**src/wasm_pkg.sv**
```systemverilog
/* wasm decoder constants */
`default_nettype none

package wasm_pkg;

    // window and field sizes
    localparam int WINDOW_BYTES  = 20;
    localparam int LEB_MAX_BYTES = 10;
    localparam int PC_W          = 32;
    localparam int IMM_W         = 64;
    localparam int LEN_W         = 8;
    localparam int KIND_W        = 3;

    // immediate kinds, one per operand layout
    localparam logic [KIND_W-1:0] KIND_NONE  = 3'd0;
    localparam logic [KIND_W-1:0] KIND_BLOCK = 3'd1;
    localparam logic [KIND_W-1:0] KIND_ULEB1 = 3'd2;
    localparam logic [KIND_W-1:0] KIND_SLEB1 = 3'd3;
    localparam logic [KIND_W-1:0] KIND_ULEB2 = 3'd4;
    localparam logic [KIND_W-1:0] KIND_BYTE  = 3'd5;
    localparam logic [KIND_W-1:0] KIND_F32   = 3'd6;
    localparam logic [KIND_W-1:0] KIND_F64   = 3'd7;

    // control flow
    localparam logic [7:0] OP_BLOCK         = 8'h02;
    localparam logic [7:0] OP_LOOP          = 8'h03;
    localparam logic [7:0] OP_IF            = 8'h04;
    localparam logic [7:0] OP_BR            = 8'h0c;
    localparam logic [7:0] OP_BR_IF         = 8'h0d;
    localparam logic [7:0] OP_CALL          = 8'h10;
    localparam logic [7:0] OP_CALL_INDIRECT = 8'h11;

    // variable and table access
    localparam logic [7:0] OP_LOCAL_GET     = 8'h20;
    localparam logic [7:0] OP_LOCAL_SET     = 8'h21;
    localparam logic [7:0] OP_LOCAL_TEE     = 8'h22;
    localparam logic [7:0] OP_GLOBAL_GET    = 8'h23;
    localparam logic [7:0] OP_GLOBAL_SET    = 8'h24;
    localparam logic [7:0] OP_TABLE_GET     = 8'h25;
    localparam logic [7:0] OP_TABLE_SET     = 8'h26;

    // memory: loads and stores form one contiguous range
    localparam logic [7:0] OP_LOAD_FIRST    = 8'h28;
    localparam logic [7:0] OP_STORE_LAST    = 8'h3e;
    localparam logic [7:0] OP_MEM_SIZE      = 8'h3f;
    localparam logic [7:0] OP_MEM_GROW      = 8'h40;

    // constants and references
    localparam logic [7:0] OP_I32_CONST     = 8'h41;
    localparam logic [7:0] OP_I64_CONST     = 8'h42;
    localparam logic [7:0] OP_F32_CONST     = 8'h43;
    localparam logic [7:0] OP_F64_CONST     = 8'h44;
    localparam logic [7:0] OP_REF_FUNC      = 8'hd2;

    // block type
    localparam logic [7:0]       BLOCK_EMPTY     = 8'h40;
    localparam logic [IMM_W-1:0] BLOCK_VOID_MARK = 64'h0000_0000_ffff_ffff;

endpackage

`default_nettype wire

```
**src/wasm_fetch_window.sv**
```systemverilog
/* instruction window input register */
`default_nettype none

module wasm_fetch_window (
    input  logic                      clk,
    input  logic                      reset,
    input  logic                      valid_in,
    input  logic [wasm_pkg::PC_W-1:0] pc,
    input  logic [7:0]                instr_bytes [0:wasm_pkg::WINDOW_BYTES-1],
    input  logic [4:0]                bytes_available,
    output logic                      win_valid,
    output logic [wasm_pkg::PC_W-1:0] win_pc,
    output logic [7:0]                win_bytes [0:wasm_pkg::WINDOW_BYTES-1]
);
    import wasm_pkg::*;

    logic accept;

    // an empty window carries no opcode, so it is dropped here
    assign accept = valid_in && (bytes_available != 5'd0);

    always_ff @(posedge clk) begin
        if (reset) begin
            win_valid <= 1'b0;
        end else begin
            win_valid <= accept;
        end
    end

    // window and pc only load on an accepted item
    always_ff @(posedge clk) begin
        if (accept) begin
            win_pc <= pc;
            for (int i = 0; i < WINDOW_BYTES; i++) begin
                win_bytes[i] <= instr_bytes[i];
            end
        end
    end

endmodule

`default_nettype wire

```
**src/wasm_opcode_classifier.sv**
```systemverilog
/* opcode to immediate kind */
`default_nettype none

module wasm_opcode_classifier (
    input  logic [7:0]                  opcode,
    output logic [wasm_pkg::KIND_W-1:0] kind,
    output logic                        is_signed
);
    import wasm_pkg::*;

    always_comb begin
        kind      = KIND_NONE;
        is_signed = 1'b0;

        case (opcode) inside
            // block type byte or type index
            OP_BLOCK, OP_LOOP, OP_IF: begin
                kind = KIND_BLOCK;
            end

            // single unsigned index
            OP_BR, OP_BR_IF, OP_CALL,
            OP_LOCAL_GET, OP_LOCAL_SET, OP_LOCAL_TEE,
            OP_GLOBAL_GET, OP_GLOBAL_SET,
            OP_TABLE_GET, OP_TABLE_SET,
            OP_REF_FUNC: begin
                kind = KIND_ULEB1;
            end

            // type and table index, or align and offset
            OP_CALL_INDIRECT, [OP_LOAD_FIRST:OP_STORE_LAST]: begin
                kind = KIND_ULEB2;
            end

            // memory index is a single raw byte
            OP_MEM_SIZE, OP_MEM_GROW: begin
                kind = KIND_BYTE;
            end

            OP_I32_CONST, OP_I64_CONST: begin
                kind      = KIND_SLEB1;
                is_signed = 1'b1;
            end

            OP_F32_CONST: begin
                kind = KIND_F32;
            end

            OP_F64_CONST: begin
                kind = KIND_F64;
            end

            // prefixes, br_table, select_t and the rest are one byte long
            default: begin
                kind = KIND_NONE;
            end
        endcase
    end

endmodule

`default_nettype wire

```
**src/leb128_reader.sv**
```systemverilog
/* LEB128 field reader */
`default_nettype none

module leb128_reader (
    input  logic [7:0]                 field_bytes [0:wasm_pkg::LEB_MAX_BYTES-1],
    input  logic                       is_signed,
    output logic [wasm_pkg::IMM_W-1:0] value,
    output logic [3:0]                 byte_count
);
    import wasm_pkg::*;

    // ten groups of 7 bits overrun 64, upper bits are discarded
    logic [LEB_MAX_BYTES*7-1:0] acc;
    logic                       done;
    logic                       sign_bit;
    logic [6:0]                 shift;
    logic [IMM_W-1:0]           ext_mask;

    always_comb begin
        acc        = '0;
        done       = 1'b0;
        sign_bit   = 1'b0;
        byte_count = 4'd0;

        // least significant group first, stop after the byte with bit 7 clear
        for (int i = 0; i < LEB_MAX_BYTES; i++) begin
            if (!done) begin
                acc[i*7 +: 7] = field_bytes[i][6:0];
                byte_count    = 4'(i + 1);
                sign_bit      = field_bytes[i][6];
                if (!field_bytes[i][7]) begin
                    done = 1'b1;
                end
            end
        end
    end

    // bits above the last group, empty once the field covers all 64 bits
    assign shift    = 7'(byte_count) * 7'd7;
    assign ext_mask = {IMM_W{1'b1}} << shift;

    always_comb begin
        value = acc[IMM_W-1:0];
        if (is_signed && sign_bit) begin
            value = value | ext_mask;
        end
    end

endmodule

`default_nettype wire

```
**src/wasm_immediate_decode.sv**
```systemverilog
/* immediate and length decode */
`default_nettype none

module wasm_immediate_decode (
    input  logic                        win_valid,
    input  logic [wasm_pkg::PC_W-1:0]   win_pc,
    input  logic [7:0]                  win_bytes [0:wasm_pkg::WINDOW_BYTES-1],
    output logic                        dec_valid,
    output logic [wasm_pkg::PC_W-1:0]   dec_pc,
    output logic [7:0]                  dec_opcode,
    output logic [wasm_pkg::IMM_W-1:0]  dec_imm,
    output logic [wasm_pkg::IMM_W-1:0]  dec_imm2,
    output logic                        dec_has_imm,
    output logic                        dec_has_imm2,
    output logic [wasm_pkg::LEN_W-1:0]  dec_length
);
    import wasm_pkg::*;

    logic [KIND_W-1:0] kind;
    logic              is_signed;
    logic [7:0]        first_bytes  [0:LEB_MAX_BYTES-1];
    logic [7:0]        second_bytes [0:LEB_MAX_BYTES-1];
    logic [IMM_W-1:0]  first_value;
    logic [IMM_W-1:0]  second_value;
    logic [3:0]        first_count;
    logic [3:0]        second_count;
    logic [LEN_W-1:0]  first_len;
    logic [7:0]        type_byte;

    assign dec_valid  = win_valid;
    assign dec_pc     = win_pc;
    assign dec_opcode = win_bytes[0];
    assign type_byte  = win_bytes[1];

    wasm_opcode_classifier u_classifier (
        .opcode    (win_bytes[0]),
        .kind      (kind),
        .is_signed (is_signed)
    );

    // first field always starts right after the opcode
    for (genvar g = 0; g < LEB_MAX_BYTES; g++) begin : g_first_slice
        assign first_bytes[g] = win_bytes[g + 1];
    end

    // second field follows the first, reading zeros past the window end
    always_comb begin : second_slice
        int idx;
        for (int i = 0; i < LEB_MAX_BYTES; i++) begin
            idx = i + 1 + int'(first_count);
            second_bytes[i] = 8'h00;
            if (idx < WINDOW_BYTES) begin
                second_bytes[i] = win_bytes[idx];
            end
        end
    end

    leb128_reader first_field (
        .field_bytes (first_bytes),
        .is_signed   (is_signed),
        .value       (first_value),
        .byte_count  (first_count)
    );

    leb128_reader second_field (
        .field_bytes (second_bytes),
        .is_signed   (1'b0),
        .value       (second_value),
        .byte_count  (second_count)
    );

    assign first_len = LEN_W'(1) + LEN_W'(first_count);

    always_comb begin
        dec_imm      = '0;
        dec_imm2     = '0;
        dec_has_imm  = 1'b0;
        dec_has_imm2 = 1'b0;
        dec_length   = LEN_W'(1);

        case (kind)
            KIND_BLOCK: begin
                dec_has_imm = 1'b1;
                if (type_byte == BLOCK_EMPTY) begin
                    dec_imm    = BLOCK_VOID_MARK;
                    dec_length = LEN_W'(2);
                end else if (type_byte inside {[8'h7b:8'h7f], 8'h70, 8'h6f}) begin
                    // value type or funcref/externref
                    dec_imm    = IMM_W'(type_byte);
                    dec_length = LEN_W'(2);
                end else begin
                    dec_imm    = first_value;
                    dec_length = first_len;
                end
            end
            KIND_ULEB1, KIND_SLEB1: begin
                dec_imm     = first_value;
                dec_has_imm = 1'b1;
                dec_length  = first_len;
            end
            KIND_ULEB2: begin
                dec_imm      = first_value;
                dec_imm2     = second_value;
                dec_has_imm  = 1'b1;
                dec_has_imm2 = 1'b1;
                dec_length   = first_len + LEN_W'(second_count);
            end
            KIND_BYTE: begin
                dec_imm     = IMM_W'(win_bytes[1]);
                dec_has_imm = 1'b1;
                dec_length  = LEN_W'(2);
            end
            KIND_F32: begin
                dec_imm     = {32'h0, win_bytes[4], win_bytes[3], win_bytes[2], win_bytes[1]};
                dec_has_imm = 1'b1;
                dec_length  = LEN_W'(5);
            end
            KIND_F64: begin
                dec_imm     = {win_bytes[8], win_bytes[7], win_bytes[6], win_bytes[5],
                               win_bytes[4], win_bytes[3], win_bytes[2], win_bytes[1]};
                dec_has_imm = 1'b1;
                dec_length  = LEN_W'(9);
            end
            // KIND_NONE keeps the single-byte defaults
            default: begin
            end
        endcase
    end

endmodule

`default_nettype wire

```
**src/wasm_decode_output.sv**
```systemverilog
/* decoded result register */
`default_nettype none

module wasm_decode_output (
    input  logic                       clk,
    input  logic                       reset,
    input  logic                       dec_valid,
    input  logic [wasm_pkg::PC_W-1:0]  dec_pc,
    input  logic [7:0]                 dec_opcode,
    input  logic [wasm_pkg::IMM_W-1:0] dec_imm,
    input  logic [wasm_pkg::IMM_W-1:0] dec_imm2,
    input  logic                       dec_has_imm,
    input  logic                       dec_has_imm2,
    input  logic [wasm_pkg::LEN_W-1:0] dec_length,
    output logic                       valid_out,
    output logic [7:0]                 opcode,
    output logic [wasm_pkg::IMM_W-1:0] immediate,
    output logic [wasm_pkg::IMM_W-1:0] immediate2,
    output logic                       has_immediate,
    output logic                       has_immediate2,
    output logic [wasm_pkg::LEN_W-1:0] instr_length,
    output logic [wasm_pkg::PC_W-1:0]  next_pc
);
    import wasm_pkg::*;

    always_ff @(posedge clk) begin
        if (reset) begin
            valid_out <= 1'b0;
        end else begin
            valid_out <= dec_valid;
        end
    end

    // result holds its last value between valid cycles
    always_ff @(posedge clk) begin
        if (dec_valid) begin
            opcode         <= dec_opcode;
            immediate      <= dec_imm;
            immediate2     <= dec_imm2;
            has_immediate  <= dec_has_imm;
            has_immediate2 <= dec_has_imm2;
            instr_length   <= dec_length;
            next_pc        <= dec_pc + PC_W'(dec_length);
        end
    end

endmodule

`default_nettype wire

```
**src/wasm_decoder.sv**
```systemverilog
/* wasm instruction decoder top */
`default_nettype none

module wasm_decoder (
    input  logic                       clk,
    input  logic                       reset,
    input  logic                       valid_in,
    input  logic [wasm_pkg::PC_W-1:0]  pc,
    input  logic [7:0]                 instr_bytes [0:wasm_pkg::WINDOW_BYTES-1],
    input  logic [4:0]                 bytes_available,
    output logic                       valid_out,
    output logic [7:0]                 opcode,
    output logic [wasm_pkg::IMM_W-1:0] immediate,
    output logic [wasm_pkg::IMM_W-1:0] immediate2,
    output logic                       has_immediate,
    output logic                       has_immediate2,
    output logic [wasm_pkg::LEN_W-1:0] instr_length,
    output logic [wasm_pkg::PC_W-1:0]  next_pc
);
    import wasm_pkg::*;

    // fetch window to decode
    logic              win_valid;
    logic [PC_W-1:0]   win_pc;
    logic [7:0]        win_bytes [0:WINDOW_BYTES-1];

    // decode to output register
    logic              dec_valid;
    logic [PC_W-1:0]   dec_pc;
    logic [7:0]        dec_opcode;
    logic [IMM_W-1:0]  dec_imm;
    logic [IMM_W-1:0]  dec_imm2;
    logic              dec_has_imm;
    logic              dec_has_imm2;
    logic [LEN_W-1:0]  dec_length;

    wasm_fetch_window u_fetch_window (
        .clk             (clk),
        .reset           (reset),
        .valid_in        (valid_in),
        .pc              (pc),
        .instr_bytes     (instr_bytes),
        .bytes_available (bytes_available),
        .win_valid       (win_valid),
        .win_pc          (win_pc),
        .win_bytes       (win_bytes)
    );

    wasm_immediate_decode u_immediate_decode (
        .win_valid    (win_valid),
        .win_pc       (win_pc),
        .win_bytes    (win_bytes),
        .dec_valid    (dec_valid),
        .dec_pc       (dec_pc),
        .dec_opcode   (dec_opcode),
        .dec_imm      (dec_imm),
        .dec_imm2     (dec_imm2),
        .dec_has_imm  (dec_has_imm),
        .dec_has_imm2 (dec_has_imm2),
        .dec_length   (dec_length)
    );

    wasm_decode_output u_decode_output (
        .clk            (clk),
        .reset          (reset),
        .dec_valid      (dec_valid),
        .dec_pc         (dec_pc),
        .dec_opcode     (dec_opcode),
        .dec_imm        (dec_imm),
        .dec_imm2       (dec_imm2),
        .dec_has_imm    (dec_has_imm),
        .dec_has_imm2   (dec_has_imm2),
        .dec_length     (dec_length),
        .valid_out      (valid_out),
        .opcode         (opcode),
        .immediate      (immediate),
        .immediate2     (immediate2),
        .has_immediate  (has_immediate),
        .has_immediate2 (has_immediate2),
        .instr_length   (instr_length),
        .next_pc        (next_pc)
    );

endmodule

`default_nettype wire

```
**config.mk**
```make
export PLATFORM = sky130hd
export DESIGN_NAME = wasm_decoder
export DESIGN_NICKNAME = d
export VERILOG_FILES = /design/src/wasm_pkg.sv /design/src/wasm_fetch_window.sv /design/src/wasm_opcode_classifier.sv /design/src/leb128_reader.sv /design/src/wasm_immediate_decode.sv /design/src/wasm_decode_output.sv /design/src/wasm_decoder.sv
export SDC_FILE = /design/constraint.sdc
export NUM_CORES = 1
export LEC_CHECK = 0
export BUFFER_PORTS_ARGS = -buffer_cell sky130_fd_sc_hd__clkbuf_2
export CAP_MARGIN = 40
export CORE_MARGIN = 2
export CORE_UTILIZATION = 35
export DETAILED_ROUTE_END_ITERATION = 12
export PLACE_DENSITY = 0.66
export SYNTH_ARGS = -nofsm -noshare
export SYNTH_HDL_FRONTEND = slang
export SYNTH_SLANG_ARGS = --single-unit
export TNS_END_PERCENT = 5
```
**constraint.sdc**
```tcl
create_clock -name clk -period 15.9 [get_ports clk]
set_clock_uncertainty 0.05 [all_clocks]
set_input_delay 1.59 -clock clk [delete_from_list [all_inputs] [get_ports clk]]
set_output_delay 1.59 -clock clk [all_outputs]
set_load 0.005 [all_outputs]
```
==> reports/qor.yml, run 1 <==
setup_path:
  criticalPathCategory: "reg -> reg"
  cp.arrival_ps: 10400
  critPathLaunchType: "flop"
  crit_path_end_kind: "flop"
  worstPathRequired_ps: 16170
  worstReg2RegStart: "u_fetch_window.win_bytes[151]"
  critPathMaxFanout: 25
  crit_start: "u_fetch_window.win_bytes[151]"
grt:
  grt_pass1_wl_um: 122000
  grt_overflow_total: 0
  antenna_found_initial: 1
  track_usage_pct: 26.7
  grt_max_degree: 70
  grt_pass1_vias: 17500
clock_network:
  cts.sinks: 370
  cts_inserted_buffers: 42
  clockRootBuffer: "clkbuf_16"
  clkTransAtPathRegs_ps: 60
  cts_resized: 0
  clock_path_buffers: 3
  cts_tree: "built"
  ctsHoldBuffers: 0
  cts_max_level: 2
  insertion_delay_ps: 580
  cts_setup_buffers: 0
layout:
  n_antenna_cell: 0
  area_growth_pct: 19.9
  drive_gt1_share_pct: 24.2
  multi_input_area_um2: 9520
  register_area_um2: 11100
  fillerInstances: 5746
  nets: 2434
worst_hold_path:
  hp-class: "reg -> reg"
  hp-start: "u_fetch_window.win_pc[31]"
route:
  drt-initial-drc-count: 1926
  vias: 17900
  first_pass_iters: 6
  antenna_left: 0
  drc: 0
  routed_wl_um: 86300
  vias_per_cell: 5.93
  wire_per_inst_um: 28.6
sta:
  rsz0062_at_grt: "false"
  fin_crit_sh_pct: 63.7
  max_freq_mhz: 98.8
  drv_slew: 0
  final_hold_viol_count: 0
  tightest_slew_ps: 954
  setup_violations: 0
  min_period_ps: 10130
  tns_ps: 0
  slew_headroom_pct: 36.2
synthesis:
  syn_area_per_cell_um2: 11.4
  synthCells: 1867
  synth-seq-cells: 370
  syn_area_um2: 21200
  synth_ff_type: "edfxtp_1"
  synth_top_area_cell: "edfxtp_1"
  yosys_warnings: 0
  ys_types: 89
  synth-edff-count: 368
  synthArstFlopShare_pct: 0
  synth-seq-area-share_pct: 52.2
  yosysTopAreaCellShare_pct: 52.0
  synth.most_common_cell: "edfxtp_1"
  synth_common_cells: "368 x edfxtp_1, 296 x mux2i_1, 196 x nand2_1"
  synthTopCellsByArea: "edfxtp_1 52%, mux2i_1 14%, a21oi_1 3.7%"
pwr:
  total_leakage_power_nw: 10.0
  p_per_area_nw_per_um2: 118
  p_total_mw: 3.00
  peakVddDrop_v: 0.0000653
die:
  io-pin-count: 379
  num_rows: 90
  die_h_um: 250
  start_util_pct: 35.3
  coreArea_um2: 60100
  die-area_um2: 62600
  die_x_um: 250
placed_design:
  gp_congestion: 1.00
  io_buffers: 376
  dp_hpwl_um: 67200
job:
  max_cap_viol_count: 0
outcome:
  status: "finished, final reports clean"
-- final cells by class --
cell class                 count  area share [%]
multi-input combinational   1339            37.4
tap                          782            3.84
sequential                   370            43.6
clock buffer                  46            4.19
clock inverter                30            1.40
inverter                      41           0.609
timing repair buffer         413            8.96
-- placed cells by master (no fill, tap or decap), types with 10 or more instances in the layout --
| cell type | instances |
|---|---|
| clkbuf_2 | 376 |
| edfxtp_1 | 368 |
| mux2i_1 | 296 |
| nand2_1 | 196 |
| a21oi_1 | 155 |
| o21ai_0 | 112 |
| nor2_1 | 82 |
| nand3_1 | 47 |
| clkbuf_16 | 42 |
| o22ai_1 | 38 |
| inv_1 | 36 |
| buf_4 | 29 |
| xnor2_1 | 28 |
| and3_1 | 25 |
| and2_1 | 24 |
| a22oi_1 | 23 |
| ha_1 | 22 |
| nor2b_1 | 20 |
| nor3_1 | 19 |
| mux4_2 | 17 |
| a211oi_1 | 14 |
| nand2b_1 | 12 |
| clkinv_2 | 12 |
| a21o_1 | 11 |
| o21a_1 | 11 |
| o211ai_1 | 10 |
| a31oi_1 | 10 |
| a22o_1 | 10 |
-- power by group --
group / leakage [nW] / internal (mW) / switching, mW / total (mW)
combinational: 5.97 / 0.272 / 0.500 / 0.772
clock: 0.692 / 0.587 / 0.402 / 0.989
sequential: 3.38 / 1.16 / 0.0796 / 1.24
total: 10.0 / 2.02 / 0.982 / 3.00
-- registers in the layout, summed over array words and instances, names as in the netlist --
name and flops:
u_fetch_window.win_pc 32, u_decode_output.immediate2 64, u_decode_output.next_pc 32, u_decode_output.opcode 8, u_decode_output.valid_out 1, u_fetch_window.win_valid 1, u_decode_output.instr_length 6, u_decode_output.has_immediate 1
u_fetch_window.win_bytes 160, u_decode_output.has_immediate2 1, u_decode_output.immediate 64
-- path summary, 6_finish.rpt --
path / endpoint / slack, ps / cells past startpoint
setup / recovery: u_decode_output.next_pc[30] / 5770 / 27
setup reg to reg: u_decode_output.next_pc[30] / 5770 / 27
hold reg to reg: u_decode_output.next_pc[31] / 510 / 1
hold / removal: u_decode_output.next_pc[31] / 510 / 1
-- critical path: stages (launching register included) --
cell and delay, ps:
edfxtp_1 940, nand3_1 780, nor3_4 720, nor2_8 210, buf_4 330, ha_1 480, or3_1 470, and2_1 430
inv_1 760, mux4_2 440, o22ai_1 370, nand3_1 240, nor3_1 360, nor2_1 90, ha_1 350, a21oi_1 230
xnor2_1 100, a21oi_1 130, o21ai_0 140, ha_1 400, o21ai_0 120, a21boi_0 240, o21ai_0 150, a21boi_0 420
nand2_1 240, nor2_1 330, nand3_1 140, xnor2_1 160
-- per-stage QoR --
stage / area, um2 / setup slack, ps / utilization [%] / hold slack, ps / std cells
6_report: 25500 / 5770 / 42.3 / 512 / 3021
2_1_floorplan: 21200 / 8830 / - / 374 / 1868
4_1_cts: 25500 / 5910 / 42.3 / 516 / 3021
5_1_grt: 25500 / 5030 / 42.3 / 539 / 3021
3_3_place_gp: 23800 / 5910 / 39.6 / 484 / 2933
3_5_place_dp: 24000 / 6020 / 40.0 / 501 / 2945
-- per-layer routing --
| metal | up-vias | part of all wire [%] | track usage, % |
|---|---|---|---|
| li1 | 7803 | - | - |
| met1 | 8810 | 41 | 35.2 |
| met2 | 1078 | 46 | 42.9 |
| met3 | 207 | 8.0 | 4.47 |
| met4 | 2 | 5.2 | 12.9 |
| met5 | - | 0.014 | 0 |
-- logic make-up after synthesis --
family | Yosys count | share of synthesized area [%]
AO/OA/AOI/OAI | 478 | 14.5
XOR/XNOR | 37 | 1.53
adder cells (fa/ha/maj) | 28 | 1.78
buffers and inverters | 159 | 3.12
flip-flops | 370 | 52.2
multiplexers | 318 | 16.0
other | 1 | 0.0177
AND/OR/NAND/NOR | 476 | 10.8
Power figures use the tool's default switching activity.
==> inputs of run 2 (changes only) <==
--- a/config.mk
+++ b/config.mk
@@ -5,6 +5,7 @@
 export SDC_FILE = /design/constraint.sdc
 export NUM_CORES = 1
 export LEC_CHECK = 0
+export ABC_AREA = 1
 export BUFFER_PORTS_ARGS = -buffer_cell sky130_fd_sc_hd__clkbuf_2
 export CAP_MARGIN = 40
 export CORE_MARGIN = 2
==> constraint.sdc (replaced) <==
create_clock -name clk -period 10.5 [get_ports clk]
set_clock_uncertainty 0.05 [all_clocks]
set_input_delay 1.05 -clock clk [delete_from_list [all_inputs] [get_ports clk]]
set_output_delay 1.05 -clock clk [all_outputs]
set_load 0.005 [all_outputs]
==> run 2 against run 1 <==
Worst setup slack got worse by 5000 ps; wire length fell by 4.6%; fmax is 4.3% higher; sequential cell count unchanged; sequential power is 48% higher; highest routed layer is now met4.
==> reports/qor.yml, run 2 <==
outcome:
  status: "finished, final reports clean"
route:
  first_pass_iters: 8  # +2
  drt-initial-drc-count: 2322  # +21%
  drc: 0  # unchanged
  vias_per_cell: 5.36  # -9.6%
  wire_per_inst_um: 23.0  # -20%
  routed_wl_um: 82300  # -4.6%
  vias: 19200  # +7.3%
  antenna_left: 0  # unchanged
clock_network:
  clock_path_buffers: 3  # unchanged
  cts_inserted_buffers: 41  # -2.4%
  cts_tree: "built"
  clockRootBuffer: "clkbuf_16"
  cts_resized: 0  # unchanged
  cts_setup_buffers: 0  # unchanged
  ctsHoldBuffers: 0  # unchanged
  clkTransAtPathRegs_ps: 70  # about the same
  cts.sinks: 370  # unchanged
  cts_max_level: 2  # unchanged
  insertion_delay_ps: 570  # about the same
layout:
  top_regs: "u_fetch_window.win_bytes: 160 flops, u_decode_output.immediate2: 64 flops, u_decode_output.immediate: 64 flops"
  largest_reg_flops: 160  # unchanged
  final_cell_mix: "633 x nand2_1, 376 x clkbuf_2, 371 x o21ai_0"
  n_antenna_cell: 0  # unchanged
  drive_gt1_share_pct: 18.9  # -5.3 points
  area_growth_pct: 19.1
  fillerInstances: 5987  # +4.2%
  nets: 3005  # +23%
  final_common_cell: "nand2_1"
  multi_input_area_um2: 8650  # -9.2%
  top_register: "u_fetch_window.win_bytes"
  register_area_um2: 11100  # unchanged
die:
  io-pin-count: 379  # unchanged
  die_h_um: 250  # about the same
  num_rows: 90  # unchanged
  die-area_um2: 62700  # +0.10%
  start_util_pct: 35.3  # about the same
  coreArea_um2: 60200  # +0.19%
  die_x_um: 250  # about the same
pwr:
  pwr-share-clk_pct: 32.9  # about the same
  peakVddDrop_v: 0.000139  # +110%
  pwr-share-comb_pct: 27.3  # +1.6 points
  p_per_area_nw_per_um2: 182  # +54%
  seqPwrFrac_pct: 39.8  # -1.5 points
  internal_power_mw: 3.03  # +50%
  swShare_pct: 34.3  # +1.5 points
  total_leakage_power_nw: 10.5  # +4.2%
  p_total_mw: 4.60  # +53%
  p_switching_mw: 1.58  # +61%
synthesis:
  synth-edff-count: 368  # unchanged
  synth_ff_type: "edfxtp_1"
  syn_area_um2: 21300  # +0.11%
  synth-seq-cells: 370  # unchanged
  synthCells: 2454  # +31%
  syn_area_per_cell_um2: 8.66  # -24%
  yosys_warnings: 0  # unchanged
  synth.most_common_cell: "nand2_1"
  synth_common_cells: "633 x nand2_1, 371 x o21ai_0, 368 x edfxtp_1"
  synthTopCellsByArea: "edfxtp_1 52%, nand2_1 11%, o21ai_0 8.7%"
  synth-seq-area-share_pct: 52.2  # -0.055 points
  synthArstFlopShare_pct: 0  # unchanged
  ys_types: 62  # -30%
  yosysTopAreaCellShare_pct: 52.0  # -0.055 points
  synth_top_area_cell: "edfxtp_1"
setup_path:
  cp.arrival_ps: 9970  # -430 ps
  slowest_delay_ps: 860  # -80 ps
  crit_family: "simple AND/OR/NAND/NOR gates"
  path_buf_inv: 3  # +1
  crit_path_end_kind: "flop"
  slowest_stage: "edfxtp_1"
  criticalPathCategory: "reg -> reg"
  critPathMaxFanout: 67  # +170%
  worstPathRequired_ps: 10760  # -5410 ps
  critPathLaunchType: "flop"
  crit_path_frequent_cell: "nand2_1"
job:
  max_cap_viol_count: 0  # unchanged
sta:
  slew_headroom_pct: 34.2  # -2.1 points
  min_period_ps: 9710  # -417 ps
  tns_ps: 0  # unchanged
  tightest_slew_ps: 977  # +22.9 ps
  setup_violations: 0  # unchanged
  max_freq_mhz: 103  # +4.3%
  final_hold_viol_count: 0  # unchanged
  fin_crit_sh_pct: 92.5  # +29 points
  rsz0062_at_grt: "false"
  hold_ws_ps: 506  # -5.64 ps
  drv_slew: 0  # unchanged
grt:
  track_usage_pct: 25.7  # -1.1 points
  antenna_found_initial: 0  # -1
  grt_pass1_wl_um: 118000  # -3.4%
  grt_max_degree: 121  # +73%
  grt_overflow_total: 0  # unchanged
  grt_pass1_vias: 17600  # +0.92%
placed_design:
  io_buffers: 376  # unchanged
  dp_hpwl_um: 65300  # -2.8%
  gp_congestion: 1.02  # +2.1%
worst_hold_path:
  hp-class: "reg -> reg"
[run 2: cell types whose count changed in the layout (fill, tap and decap cells not counted), sizes merged, moves of 22 or more]
cell,change
mux2i,-291
nor2,+58
o21ai,+271
nand2,+445
inv,+221
a21oi,-67
xnor2,-22
nand3,+78
and3,-25
o211ai,+51
[run 2: worst register-to-register path, delay by kind of cell, from the launching register on]
kind,cells,cell delay (ps)
adders and majority gates,4,1450
AOI/OAI and AO/OA,4,1270
DFF,1,860
xor gates and xnor gates,2,330
buffers and inverters,3,860
and+or+nand+nor,17,4620
[run 2: logic make-up (layout without fill, tap and decap cells)]
group | count (synthesis) | in the layout | synth area share [%]
xor+xnor | 35 | 35 | 1.48
simple gates | 984 | 984 | 20.0
fa+ha+maj | 27 | 27 | 1.73
buf+inv | 388 | 738 | 7.28
mux | 5 | 5 | 0.235
compound gates | 644 | 644 | 17.1
other cells | 1 | 2 | 0.0176
flops | 370 | 370 | 52.2
[run 2: per-layer routing]
metal | vias to the layer above | routed length (um) | global-route usage, %
met3 | 158 | 6750 | 3.80
met4 | 0 | 3360 | 9.99
met2 | 962 | 37600 | 40.7
met1 | 8987 | 34700 | 35.4
met5 | - | 0 | 0
li1 | 9103 | - | -
[run 2: area by class of cell]
type	instances	area share, %
flip-flops and latches	370	43.8
clock buffers	45	4.11
well taps	782	3.87
clock inverters	25	1.43
inverters	264	3.94
repair buffers	404	8.66
multi-input cells	1697	34.2
[run 2: per-stage QoR]
stage          std cells  worst slack (ps)  area [um2]  util [%]
2_1_floorplan       2455              3140       21300         -
3_3_place_gp        3508              1180       23700      39.4
3_5_place_dp        3517               968       23900      39.7
4_1_cts             3587               913       25300      42.0
5_1_grt             3587               195       25300      42.0
6_report            3587               792       25300      42.0
[run 2: path summary, 6_finish.rpt]
path | startpoint | endpoint | slack, ps | depth (start not counted)
setup reg to reg | u_fetch_window.win_bytes[151] | u_decode_output.next_pc[31] | 790 | 30
setup / recovery | u_fetch_window.win_bytes[151] | u_decode_output.next_pc[31] | 790 | 30
hold reg to reg | u_fetch_window.win_pc[31] | u_decode_output.next_pc[31] | 510 | 1
hold / removal | u_fetch_window.win_pc[31] | u_decode_output.next_pc[31] | 510 | 1
[run 2: power by group through the flow]
stage	clock, mW	combinational (mW)	sequential [mW]
floorplan	0	0.741	1.85
finish	1.51	1.26	1.83
global placement	0	1.21	1.86
CTS	1.55	1.22	1.83
global route	1.60	1.36	1.84
detailed placement	0	1.22	1.86
